$ cat src/gcn_settings.svh
`ifndef GCN_SETTINGS_SVH
`define GCN_SETTINGS_SVH

// graph and layer sizes
`define GCN_NODES    6
`define GCN_EDGES    6   // entries in the coo edge list
`define GCN_FEATS    16  // feature columns == weight rows
`define GCN_CLASSES  3

// datapath widths
`define GCN_NODE_W   3   // id 0 marks an unused edge entry
`define GCN_DATA_W   5   // unsigned features and weights
`define GCN_AGG_W    8   // holds GCN_NODES * max feature
`define GCN_ACC_W    17  // holds GCN_FEATS * max agg * max weight
`define GCN_ADDR_W   4
`define GCN_CLASS_W  2

`endif

$ cat src/gcn_pkg.sv
`include "gcn_settings.svh"

package gcn_pkg;

    // sequencer states
    typedef enum logic [1:0] {
        st_idle,
        st_build,
        st_stream,
        st_wait
    } gcn_state_t;

    typedef logic [`GCN_NODE_W-1:0]  node_id_t;
    typedef logic [`GCN_DATA_W-1:0]  feat_t;
    typedef logic [`GCN_AGG_W-1:0]   agg_t;
    typedef logic [`GCN_ACC_W-1:0]   acc_t;
    typedef logic [`GCN_ADDR_W-1:0]  col_addr_t;
    typedef logic [`GCN_CLASS_W-1:0] class_idx_t;

endpackage

$ cat src/gcn_sequencer.sv
`timescale 1ns/1ps
`include "gcn_settings.svh"

module gcn_sequencer
    import gcn_pkg::*;
(
    input  logic      clk,
    input  logic      rst_n,
    input  logic      start,
    input  logic      result_ready,
    output logic      clear,
    output logic      build_en,
    output logic      feat_re,
    output logic      col_valid,
    output logic      col_last,
    output col_addr_t feat_addr
);

    localparam int BUILD_W = $clog2(`GCN_EDGES);

    gcn_state_t         state, state_nxt;
    logic [BUILD_W-1:0] build_cnt;
    col_addr_t          col_cnt;
    logic               build_done, stream_done;

    ////////////////////////////////////////////////////////////////////////////
    // state machine
    ////////////////////////////////////////////////////////////////////////////
    assign build_done  = (build_cnt == BUILD_W'(`GCN_EDGES - 1));
    assign stream_done = (col_cnt == col_addr_t'(`GCN_FEATS - 1));

    always_comb begin
        state_nxt = state;
        case (state)
            st_idle:   if (start) state_nxt = st_build;
            st_build:  if (build_done) state_nxt = st_stream;
            st_stream: if (stream_done) state_nxt = st_wait;
            st_wait:   if (result_ready) state_nxt = st_idle;
            default:   state_nxt = st_idle;
        endcase
    end

    always_ff @(posedge clk or negedge rst_n) begin
        if (!rst_n) begin
            state     <= st_idle;
            build_cnt <= '0;
            col_cnt   <= '0;
        end else begin
            state <= state_nxt;
            if (clear)
                build_cnt <= '0;
            else if (build_en)
                build_cnt <= build_cnt + 1'b1;
            if (build_en)
                col_cnt <= '0;   // stream always starts at column 0
            else if (feat_re)
                col_cnt <= col_cnt + 1'b1;
        end
    end

    // start only counts while idle
    assign clear     = start && (state == st_idle);
    assign build_en  = (state == st_build);
    assign feat_re   = (state == st_stream);
    assign feat_addr = col_cnt;

    // memories answer one cycle later, so tag the returned column then
    always_ff @(posedge clk or negedge rst_n) begin
        if (!rst_n) begin
            col_valid <= 1'b0;
            col_last  <= 1'b0;
        end else begin
            col_valid <= feat_re;
            col_last  <= feat_re && stream_done;
        end
    end

    ////////////////////////////////////////////////////////////////////////////
    // checks
    ////////////////////////////////////////////////////////////////////////////
    a_no_overlap: assert property (@(posedge clk) disable iff (!rst_n)
        !(feat_re && build_en));

    // argmax may only finish while a run is outstanding
    a_ready_in_wait: assert property (@(posedge clk) disable iff (!rst_n)
        result_ready |-> (state == st_wait));

endmodule

$ cat src/gcn_adjacency.sv
`timescale 1ns/1ps
`include "gcn_settings.svh"

module gcn_adjacency
    import gcn_pkg::*;
(
    input  logic                                   clk,
    input  logic                                   rst_n,
    input  logic                                   start,
    input  logic                                   clear,
    input  logic                                   build_en,
    input  node_id_t [`GCN_EDGES-1:0]              edge_src,
    input  node_id_t [`GCN_EDGES-1:0]              edge_dst,
    output logic [`GCN_NODES-1:0][`GCN_NODES-1:0]  adj
);

    localparam int PTR_W = $clog2(`GCN_EDGES);

    node_id_t [`GCN_EDGES-1:0] src_r, dst_r;   // captured edge list
    logic [PTR_W-1:0]          ptr;
    node_id_t                  a, b;
    node_id_t                  ia, ib;
    logic                      ids_ok;

    assign a  = src_r[ptr];
    assign b  = dst_r[ptr];
    assign ia = a - node_id_t'(1);   // ids are 1-based
    assign ib = b - node_id_t'(1);

    always_ff @(posedge clk) begin
        if (clear) begin
            src_r <= edge_src;
            dst_r <= edge_dst;
        end
    end

    always_ff @(posedge clk or negedge rst_n) begin
        if (!rst_n) begin
            adj <= '0;
            ptr <= '0;
        end else if (clear) begin
            adj <= '0;
            ptr <= '0;
        end else if (build_en) begin
            ptr <= ptr + 1'b1;
            if (a != '0 && b != '0) begin   // zero marks an unused entry
                adj[ia][ib] <= 1'b1;
                adj[ib][ia] <= 1'b1;
            end
        end
    end

    always_comb begin
        ids_ok = 1'b1;
        for (int e = 0; e < `GCN_EDGES; e++)
            if (edge_src[e] > node_id_t'(`GCN_NODES) || edge_dst[e] > node_id_t'(`GCN_NODES))
                ids_ok = 1'b0;
    end

    // every captured id names a real node
    a_ids_legal: assert property (@(posedge clk) disable iff (!rst_n)
        clear |-> ids_ok);

endmodule

$ cat src/gcn_aggregate.sv
`timescale 1ns/1ps
`include "gcn_settings.svh"

module gcn_aggregate
    import gcn_pkg::*;
(
    input  logic                                   clk,
    input  logic                                   rst_n,
    input  logic                                   col_valid,
    input  logic                                   col_last,
    input  logic [`GCN_NODES-1:0][`GCN_NODES-1:0]  adj,
    input  feat_t [`GCN_NODES-1:0]                 feat_col,
    input  feat_t [`GCN_CLASSES-1:0]               weight_row,
    output logic                                   agg_valid,
    output logic                                   agg_last,
    output agg_t [`GCN_NODES-1:0]                  agg_sum,
    output feat_t [`GCN_CLASSES-1:0]               agg_weight
);

    agg_t [`GCN_NODES-1:0] sum_nxt;

    // neighbour sum of the current column, one adder tree per node
    always_comb begin
        for (int n = 0; n < `GCN_NODES; n++) begin
            sum_nxt[n] = '0;
            for (int m = 0; m < `GCN_NODES; m++)
                if (adj[n][m])
                    sum_nxt[n] = sum_nxt[n] + agg_t'(feat_col[m]);
        end
    end

    always_ff @(posedge clk) begin
        if (col_valid) begin
            agg_sum    <= sum_nxt;
            agg_weight <= weight_row;   // keep weights aligned with their column
        end
    end

    always_ff @(posedge clk or negedge rst_n) begin
        if (!rst_n) begin
            agg_valid <= 1'b0;
            agg_last  <= 1'b0;
        end else begin
            agg_valid <= col_valid;
            agg_last  <= col_valid && col_last;
        end
    end

endmodule

$ cat src/gcn_transform.sv
`timescale 1ns/1ps
`include "gcn_settings.svh"

module gcn_transform
    import gcn_pkg::*;
(
    input  logic                                     clk,
    input  logic                                     rst_n,
    input  logic                                     clear,
    input  logic                                     agg_valid,
    input  logic                                     agg_last,
    input  agg_t [`GCN_NODES-1:0]                    agg_sum,
    input  feat_t [`GCN_CLASSES-1:0]                 agg_weight,
    output acc_t [`GCN_NODES-1:0][`GCN_CLASSES-1:0]  score,
    output logic                                     score_last
);

    acc_t [`GCN_NODES-1:0][`GCN_CLASSES-1:0] prod;

    // outer product of the neighbour sums and the weight row
    always_comb begin
        for (int n = 0; n < `GCN_NODES; n++)
            for (int c = 0; c < `GCN_CLASSES; c++)
                prod[n][c] = acc_t'(agg_sum[n]) * acc_t'(agg_weight[c]);
    end

    always_ff @(posedge clk or negedge rst_n) begin
        if (!rst_n) begin
            score      <= '0;
            score_last <= 1'b0;
        end else begin
            score_last <= agg_valid && agg_last;   // scores are final next cycle
            if (clear) begin
                score <= '0;
            end else if (agg_valid) begin
                for (int n = 0; n < `GCN_NODES; n++)
                    for (int c = 0; c < `GCN_CLASSES; c++)
                        score[n][c] <= score[n][c] + prod[n][c];
            end
        end
    end

    // a new run must never start with a column still in the pipe
    a_clear_idle: assert property (@(posedge clk) disable iff (!rst_n)
        clear |-> !agg_valid);

endmodule

$ cat src/gcn_argmax.sv
`timescale 1ns/1ps
`include "gcn_settings.svh"

module gcn_argmax
    import gcn_pkg::*;
(
    input  logic                                     clk,
    input  logic                                     rst_n,
    input  logic                                     clear,
    input  logic                                     score_last,
    input  acc_t [`GCN_NODES-1:0][`GCN_CLASSES-1:0]  score,
    output class_idx_t [`GCN_NODES-1:0]              y,
    output logic                                     done,
    output logic                                     result_ready
);

    localparam class_idx_t LAST_CLS = class_idx_t'(`GCN_CLASSES - 1);

    logic                        busy;
    class_idx_t                  cls;        // class under inspection
    acc_t [`GCN_NODES-1:0]       best_val, val_nxt;
    class_idx_t [`GCN_NODES-1:0] best_idx, idx_nxt;
    logic                        y_ok;

    // strict compare keeps the lower index on a tie
    always_comb begin
        for (int n = 0; n < `GCN_NODES; n++) begin
            if (cls == '0 || score[n][cls] > best_val[n]) begin
                val_nxt[n] = score[n][cls];
                idx_nxt[n] = cls;
            end else begin
                val_nxt[n] = best_val[n];
                idx_nxt[n] = best_idx[n];
            end
        end
    end

    always_ff @(posedge clk) begin
        if (busy) begin
            best_val <= val_nxt;
            best_idx <= idx_nxt;
        end
    end

    always_ff @(posedge clk or negedge rst_n) begin
        if (!rst_n) begin
            busy         <= 1'b0;
            cls          <= '0;
            y            <= '0;
            done         <= 1'b0;
            result_ready <= 1'b0;
        end else begin
            result_ready <= 1'b0;
            if (clear) begin
                busy <= 1'b0;
                done <= 1'b0;
            end else if (score_last) begin
                busy <= 1'b1;
                cls  <= '0;
            end else if (busy) begin
                if (cls == LAST_CLS) begin
                    busy         <= 1'b0;
                    y            <= idx_nxt;   // result held until next start
                    done         <= 1'b1;
                    result_ready <= 1'b1;
                end else begin
                    cls <= cls + 1'b1;
                end
            end
        end
    end

    always_comb begin
        y_ok = 1'b1;
        for (int n = 0; n < `GCN_NODES; n++)
            if (y[n] > LAST_CLS)
                y_ok = 1'b0;
    end

    a_y_range: assert property (@(posedge clk) disable iff (!rst_n)
        done |-> y_ok);

endmodule

$ cat src/gcn_top.sv
`timescale 1ns/1ps
`include "gcn_settings.svh"

module gcn_top
    import gcn_pkg::*;
(
    input  logic                         clk,
    input  logic                         rst_n,
    input  logic                         start,
    input  node_id_t [`GCN_EDGES-1:0]    edge_src,
    input  node_id_t [`GCN_EDGES-1:0]    edge_dst,
    input  feat_t [`GCN_NODES-1:0]       feat_col,
    input  feat_t [`GCN_CLASSES-1:0]     weight_row,
    output logic                         feat_re,
    output col_addr_t                    feat_addr,
    output class_idx_t [`GCN_NODES-1:0]  y,
    output logic                         done
);

    ////////////////////////////////////////////////////////////////////////////
    // stage interconnect
    ////////////////////////////////////////////////////////////////////////////
    logic                                     clear;
    logic                                     build_en;
    logic                                     col_valid, col_last;
    logic [`GCN_NODES-1:0][`GCN_NODES-1:0]    adj;
    logic                                     agg_valid, agg_last;
    agg_t [`GCN_NODES-1:0]                    agg_sum;
    feat_t [`GCN_CLASSES-1:0]                 agg_weight;
    acc_t [`GCN_NODES-1:0][`GCN_CLASSES-1:0]  score;
    logic                                     score_last;
    logic                                     result_ready;

    gcn_sequencer i_seq (
        .clk          (clk),
        .rst_n        (rst_n),
        .start        (start),
        .result_ready (result_ready),
        .clear        (clear),
        .build_en     (build_en),
        .feat_re      (feat_re),
        .col_valid    (col_valid),
        .col_last     (col_last),
        .feat_addr    (feat_addr)
    );

    gcn_adjacency i_adj (
        .clk      (clk),
        .rst_n    (rst_n),
        .start    (start),
        .clear    (clear),
        .build_en (build_en),
        .edge_src (edge_src),
        .edge_dst (edge_dst),
        .adj      (adj)
    );

    gcn_aggregate i_agg (
        .clk        (clk),
        .rst_n      (rst_n),
        .col_valid  (col_valid),
        .col_last   (col_last),
        .adj        (adj),
        .feat_col   (feat_col),
        .weight_row (weight_row),
        .agg_valid  (agg_valid),
        .agg_last   (agg_last),
        .agg_sum    (agg_sum),
        .agg_weight (agg_weight)
    );

    gcn_transform i_xfm (
        .clk        (clk),
        .rst_n      (rst_n),
        .clear      (clear),
        .agg_valid  (agg_valid),
        .agg_last   (agg_last),
        .agg_sum    (agg_sum),
        .agg_weight (agg_weight),
        .score      (score),
        .score_last (score_last)
    );

    gcn_argmax i_argmax (
        .clk          (clk),
        .rst_n        (rst_n),
        .clear        (clear),
        .score_last   (score_last),
        .score        (score),
        .y            (y),
        .done         (done),
        .result_ready (result_ready)
    );

endmodule

$ cat config.mk
export PLATFORM = sky130hd
export DESIGN_NAME = gcn_top
export DESIGN_NICKNAME = d
export VERILOG_FILES = /design/src/gcn_pkg.sv /design/src/gcn_sequencer.sv /design/src/gcn_adjacency.sv /design/src/gcn_aggregate.sv /design/src/gcn_transform.sv /design/src/gcn_argmax.sv /design/src/gcn_top.sv
export VERILOG_INCLUDE_DIRS = /design/src
export SDC_FILE = /design/constraint.sdc
export NUM_CORES = 2
export LEC_CHECK = 0
export BUFFER_PORTS_ARGS = -buffer_cell sky130_fd_sc_hd__buf_4
export CORE_ASPECT_RATIO = 0.9
export CORE_MARGIN = 2
export CORE_UTILIZATION = 59
export DETAILED_ROUTE_END_ITERATION = 12
export PLACE_DENSITY_LB_ADDON = 0.08
export SYNTH_ARGS = -nofsm -noshare
export SYNTH_HDL_FRONTEND = slang
export SYNTH_SLANG_ARGS = --single-unit
$ cat constraint.sdc
create_clock -name clk -period 5.6 [get_ports clk]
set_clock_uncertainty 0.1 [all_clocks]
set_input_delay 1.12 -clock clk [delete_from_list [all_inputs] [get_ports clk]]
set_output_delay 1.12 -clock clk [all_outputs]
set_load 0.05 [all_outputs]
### Yosys cells after proc, flatten, opt, wreduce, memory -nomap -nowiden

Index checks and enable logic that the tools add are counted.

| word-level totals | value |
|---|---|
| register bits after elaboration | 589 |
| bits in latches | 0 |
| RAM bits | 0 |
| ROM bits | 0 |
| bits of input ports | 84 |
| output and inout bits | 18 |
| logic and storage cells | 308 |
| memories | 0 |

| cells by class | value |
|---|---|
| add/subtract/negate cells | 54 |
| $mul | 18 |
| div/mod/pow operators | 0 |
| order comparisons | 12 |
| equality and inequality tests | 12 |
| shift-type cells | 0 |
| mux-type cells | 97 |
| bitwise operators | 4 |
| reductions and logical operators | 35 |

Operators by type and width:

| operator | number |
|---|---|
| $mux 306 | 2 |
| $add 17x13->17 | 18 |
| $mux 8 | 30 |
| $mul 8x5->13 | 18 |
| $bmux 17 s2 | 6 |
| $add 8x5->8 | 24 |
| $mux 36 | 3 |
| $gt 17x17->1 | 6 |
| $mux 17 | 6 |
| $or 36x36->36 | 2 |
| $add 5x5->6 | 6 |
| $demux 6 s3 | 2 |
| $mux 5 | 6 |
| $mux 2 | 13 |
| $bmux 3 s3 | 2 |
| $mux 3 | 6 |
| $mux 1 | 14 |
| $reduce_and 2->1 | 7 |
| $reduce_bool 2->1 | 7 |
| $lt 3x4->1 const B | 3 |
| $mux 6 | 2 |
| $mux 4 | 2 |
| $ne 2x2->1 const B | 4 |
| $pmux 2 s4 | 1 |
| 19 further kinds | 42 |

### Logic depth before layout (Yosys ltp)

| logic depth | value |
|---|---|
| depth in word-level cells | 14 |
| mapped depth | 33 |
| gate-level depth less buffers | 31 |

### Hierarchy

From an unflattened synthesis, not the netlist that was laid out.

| second synthesis, totals | value |
|---|---|
| cell total of the unflattened synthesis | 7471 |
| area, all modules | 66685.2 um^2 |

By module, submodules not included:

| module | instances | cells an instance | area each (um^2) | sequential area each (um^2) |
|---|---|---|---|---|
| gcn_transform | 1 | 4967 | 42906.2 | 7682.4 |
| gcn_aggregate | 1 | 1259 | 10804.1 | 1941.9 |
| gcn_argmax | 1 | 948 | 9117.5 | 3848.7 |
| gcn_adjacency | 1 | 241 | 3225.6 | 2057.0 |
| gcn_sequencer | 1 | 56 | 631.9 | 275.3 |

### Worst setup path before layout

Ideal clock, no wire load.

| timing | value |
|---|---|
| path type | input-to-reg |
| start | input feat_col[1] (netlist bit) |
| end | register i_agg.agg_sum[7] (netlist bit), data pin |
| library setup time | 0.262 ns |
| arrival time | 5.864 ns |
| data required time | 5.238 ns |
| slack | -0.626 ns |
| stages on the path | 29 |
| buffers on the path | 2 |
| path through | buf_6 > buf_2 > nand2_1 > xnor2_1 > ha_1 > a21oi_1 > xnor2_1 > a21oi_1 > a21o_1 > ha_1 > a21o_1 > a21oi_1 > xnor2_1 > a21oi_1 > nand3_1 > ha_1 > o21ai_0 > a21oi_1 > o21ai_0 > o21a_1 > ha_1 > nand3_1 > nand2_1 > a41oi_1 > nor3_1 > o211a_1 > a311oi_1 > a21oi_1 > xor2_1 |

RTL lines:

| element | line | source |
|---|---|---|
| start, declared | gcn_top.sv:12 | `` input feat_t [`GCN_NODES-1:0] feat_col, `` |
| end signal, assigned | gcn_aggregate.sv:34 | `agg_sum <= sum_nxt;` |
| end, declared | gcn_aggregate.sv:16 | `` output agg_t [`GCN_NODES-1:0] agg_sum, `` |

==> summary.txt <==
Status
  – Status: completed

Worst hold path
  – Hold Crit Class: register to register

Critical path
  – WS Path Type: primary input to register
  – Buf/Inv on CP: 4
  – Slowest stage delay, CP: 340 ps
  – Startpoint Class: primary input
  – Flop-to-flop setup slack: 270 ps
  – CP max FO: 17
  – CP Data Required Time: 5920 ps
  – CP arrival: 5740 ps
  – Crit end category: register
  – Top delay family on crit path: compound AO/OA/AOI/OAI gates
  – Worst path slowest cell: a311oi_2

Synthesis
  – Number of flops mapped to enable cells by yosys: 213
  – Area leader, netlist: fa_1
  – Post-Syn Nets: 8229
  – Commonest register cell after synthesis: dfrtp_1
  – #FFs+latches synth: 589
  – Synth Instances: 6924
  – Syn_area_per_cell: 9.21 sq um
  – Post-synthesis cell type count: 101
  – Top post-synthesis cells by area: fa_1 17%, dfrtp_1 15%, ha_1 13%, edfxtp_1 10%, inv_1 4.5%
  – Yosys warning count: 0
  – Async S/R FF share, synth: 63.8%
  – Synth top area share: 17.1%
  – Syn Std Cell Area: 63800 sq um
  – Sequential fraction of the synthesis area: 24.8%

Cells and area
  – Synth-to-Final Area Change: 13.4%
  – Fillers: 8746
  – Final core occ: 67.4%
  – Final-stage net count: 8492
  – Layout cells sized above 1: 13.1%

CTS
  – CTS Buf Count: 73
  – Root Driver: clkbuf_16
  – Clk_lat worst skew: 670 ps
  – # clock sinks: 589
  – CTS H-Tree Depth: 3
  – CTS max path bufs: 3
  – Clock tree from TritonCTS: yes
  – Clk slew on worst S/H paths: 60 ps

GRT
  – Global-route wire length before repair: 276 mm
  – Largest net degree at the start of global routing: 130
  – Number of global-route vias before repair: 51400
  – GRT overflow: 0
  – Overall Global Routing Usage: 31.6%
  – Initial antenna violation count: 9

Detailed routing
  – M1 wire length: 77.9 mm
  – Top routing layer in use: met5
  – Met2 wire length: 78.1 mm
  – Detailed Routing Iterations Pass 1: 5
  – Routed wl met3: 11.1 mm
  – Via/cell ratio: 5.87
  – Vias: 51100
  – Total wire length: 173 mm
  – DRT iter0 DRCs: 3336
  – Wire length per cell: 19.9 um
  – Drc violations: 0
  – Post-DRT Antenna Nets: 0

Pwr
  – Worst vdd ir: 0.000229 V
  – Pwr Total: 10.7 mW
  – Power per cell area: 148 nW/um^2
  – Static leakage: 33.5 nW

Place
  – DP Wirelength: 125 mm
  – # port buffers: 101
  – Final GP Congestion: 0.908

Timing
  – Crit share post-route: 96.8%
  – RSZ-0062 raised after global routing: true
  – Setup violators final: 0
  – Fin. max-slew vios: 0
  – Slew margin rel.: 31.1%
  – Max Clk Rate: 184 MHz
  – Final hold slack: 351 ps
  – Worst-Margin Slew: 1020 ps
  – Period minus WS final: 5420 ps
  – Final Hold Fails: 0

Die
  – Io pins: 102
  – Die footprint: 111000 sq um
  – Die H: 316 um
  – CORE AREA: 107000 sq um
  – Die extent in x: 351 um
  – Starting Density: 59.4%
  – Site Rows: 114

Run
  – Max Cap Viol: 0
Yosys cell counts, types with 94 or more instances:
cell	instances
nand2_1	765
fa_1	546
dfrtp_1	376
xor2_1	100
ha_1	675
nor2_1	486
o21a_1	105
a21o_1	112
xnor2_1	153
inv_1	771
and2_1	370
clkbuf_1	264
edfxtp_1	213
o21ai_0	328
a21oi_1	354
nor2b_1	94
mux2i_1	249
sequential cells by signal (all words and copies together) (netlist names), 2 cells and up:
name,cells
i_seq.feat_addr,4
i_xfm.score,306
i_argmax.best_idx,12
i_agg.agg_weight,15
i_argmax.y,12
i_seq.state,2
i_adj.ptr,3
i_seq.build_cnt,3
i_agg.agg_sum,48
i_argmax.best_val,102
i_adj.adj,36
i_argmax.cls,2
i_adj.src_r,18
i_adj.dst_r,18
cell families after synthesis:
family / Yosys count / share of synthesized area [%]
and+or+nand+nor: 2144 / 16.1
AOI/OAI and AO/OA: 1294 / 13.0
adders and majority gates: 1221 / 30.4
buffers and inverters: 1081 / 6.54
DFF: 589 / 24.8
muxes: 335 / 5.55
xor gates and xnor gates: 260 / 3.71
layout by cell type (no fill, tap or decap), types with 63 or more instances in the layout:
cell type | synthesis | routed
a21oi_1 | 354 | 317
mux2_2 | 80 | 79
a21o_1 | 112 | 112
inv_1 | 771 | 770
nand3_1 | 83 | 76
mux2i_1 | 249 | 243
nand2_1 | 765 | 759
and2_1 | 370 | 367
nor2_1 | 486 | 480
clkbuf_16 | 0 | 76
nor3_1 | 90 | 88
buf_4 | 6 | 461
ha_1 | 675 | 622
dfrtp_1 | 376 | 370
o21a_1 | 105 | 105
o21ai_0 | 328 | 293
fa_1 | 546 | 543
xnor2_1 | 153 | 147
nor2b_1 | 94 | 90
o211ai_1 | 63 | 63
xor2_1 | 100 | 99
edfxtp_1 | 213 | 213
worst paths after layout:
check,start,cells past startpoint,endpoint
worst max-delay path,feat_col[6],30,i_agg.agg_sum[38]
worst min-delay path,i_seq.col_last,1,i_agg.agg_last
worst max register to register,i_adj.adj[12],29,i_agg.agg_sum[23]
worst min register to register,i_seq.col_last,1,i_agg.agg_last
max in group asynchronous,rst_n,2,i_xfm.score[157]
min in group asynchronous,rst_n,1,i_xfm.score[50]
metal layers:
layer  track usage [%]  vias up
li1                  -    23900
met1              44.8    25500
met2              49.9     1407
met3              4.47      295
met4              10.9        2
met5                 0        -
power by group:
group / total, mW / switching, mW / internal (mW) / leakage, nW
Sequential: 4.46 / 0 / 4.46 / 5.54
Combinational: 1.18 / 0.592 / 0.587 / 26.7
Clock: 5.03 / 2.08 / 2.95 / 1.21
Total: 10.7 / 2.68 / 8.00 / 33.5
cell type report:
type | instances | area, sq um | area share (%)
Clock inverter | 30 | 365 | 0.505
Multi-Input combinational cell | 5254 | 45100 | 62.5
Inverter | 775 | 2920 | 4.04
Clock buffer | 106 | 2130 | 2.95
Sequential cell | 589 | 15800 | 21.9
Tap cell | 1450 | 1810 | 2.51
Timing Repair Buffer | 494 | 4070 | 5.63
Antenna cell | 3 | 7.51 | 0.0104
per-stage QoR:
step / cells / setup TNS (ps) / setup WS, ps / instance area [sq um]
after floorplan: 6924 / -1630 / -173 / 64400
after global placement: 8537 / -12920 / -524 / 68800
after detailed placement: 8537 / -17610 / -703 / 68800
after CTS: 8673 / 0 / 22.6 / 71300
after global routing: 8700 / -590 / -106 / 72300
final: 8701 / 0 / 177 / 72300
timing repair:
action,in CTS,in global routing
hold buffers,0,0
gates cloned,0,1
gates resized for setup,1,145
pin swaps,0,100
buffers inserted,0,24
endpoints found under the setup margin,2,31
No activity file was read; power rests on OpenSTA's default activity.
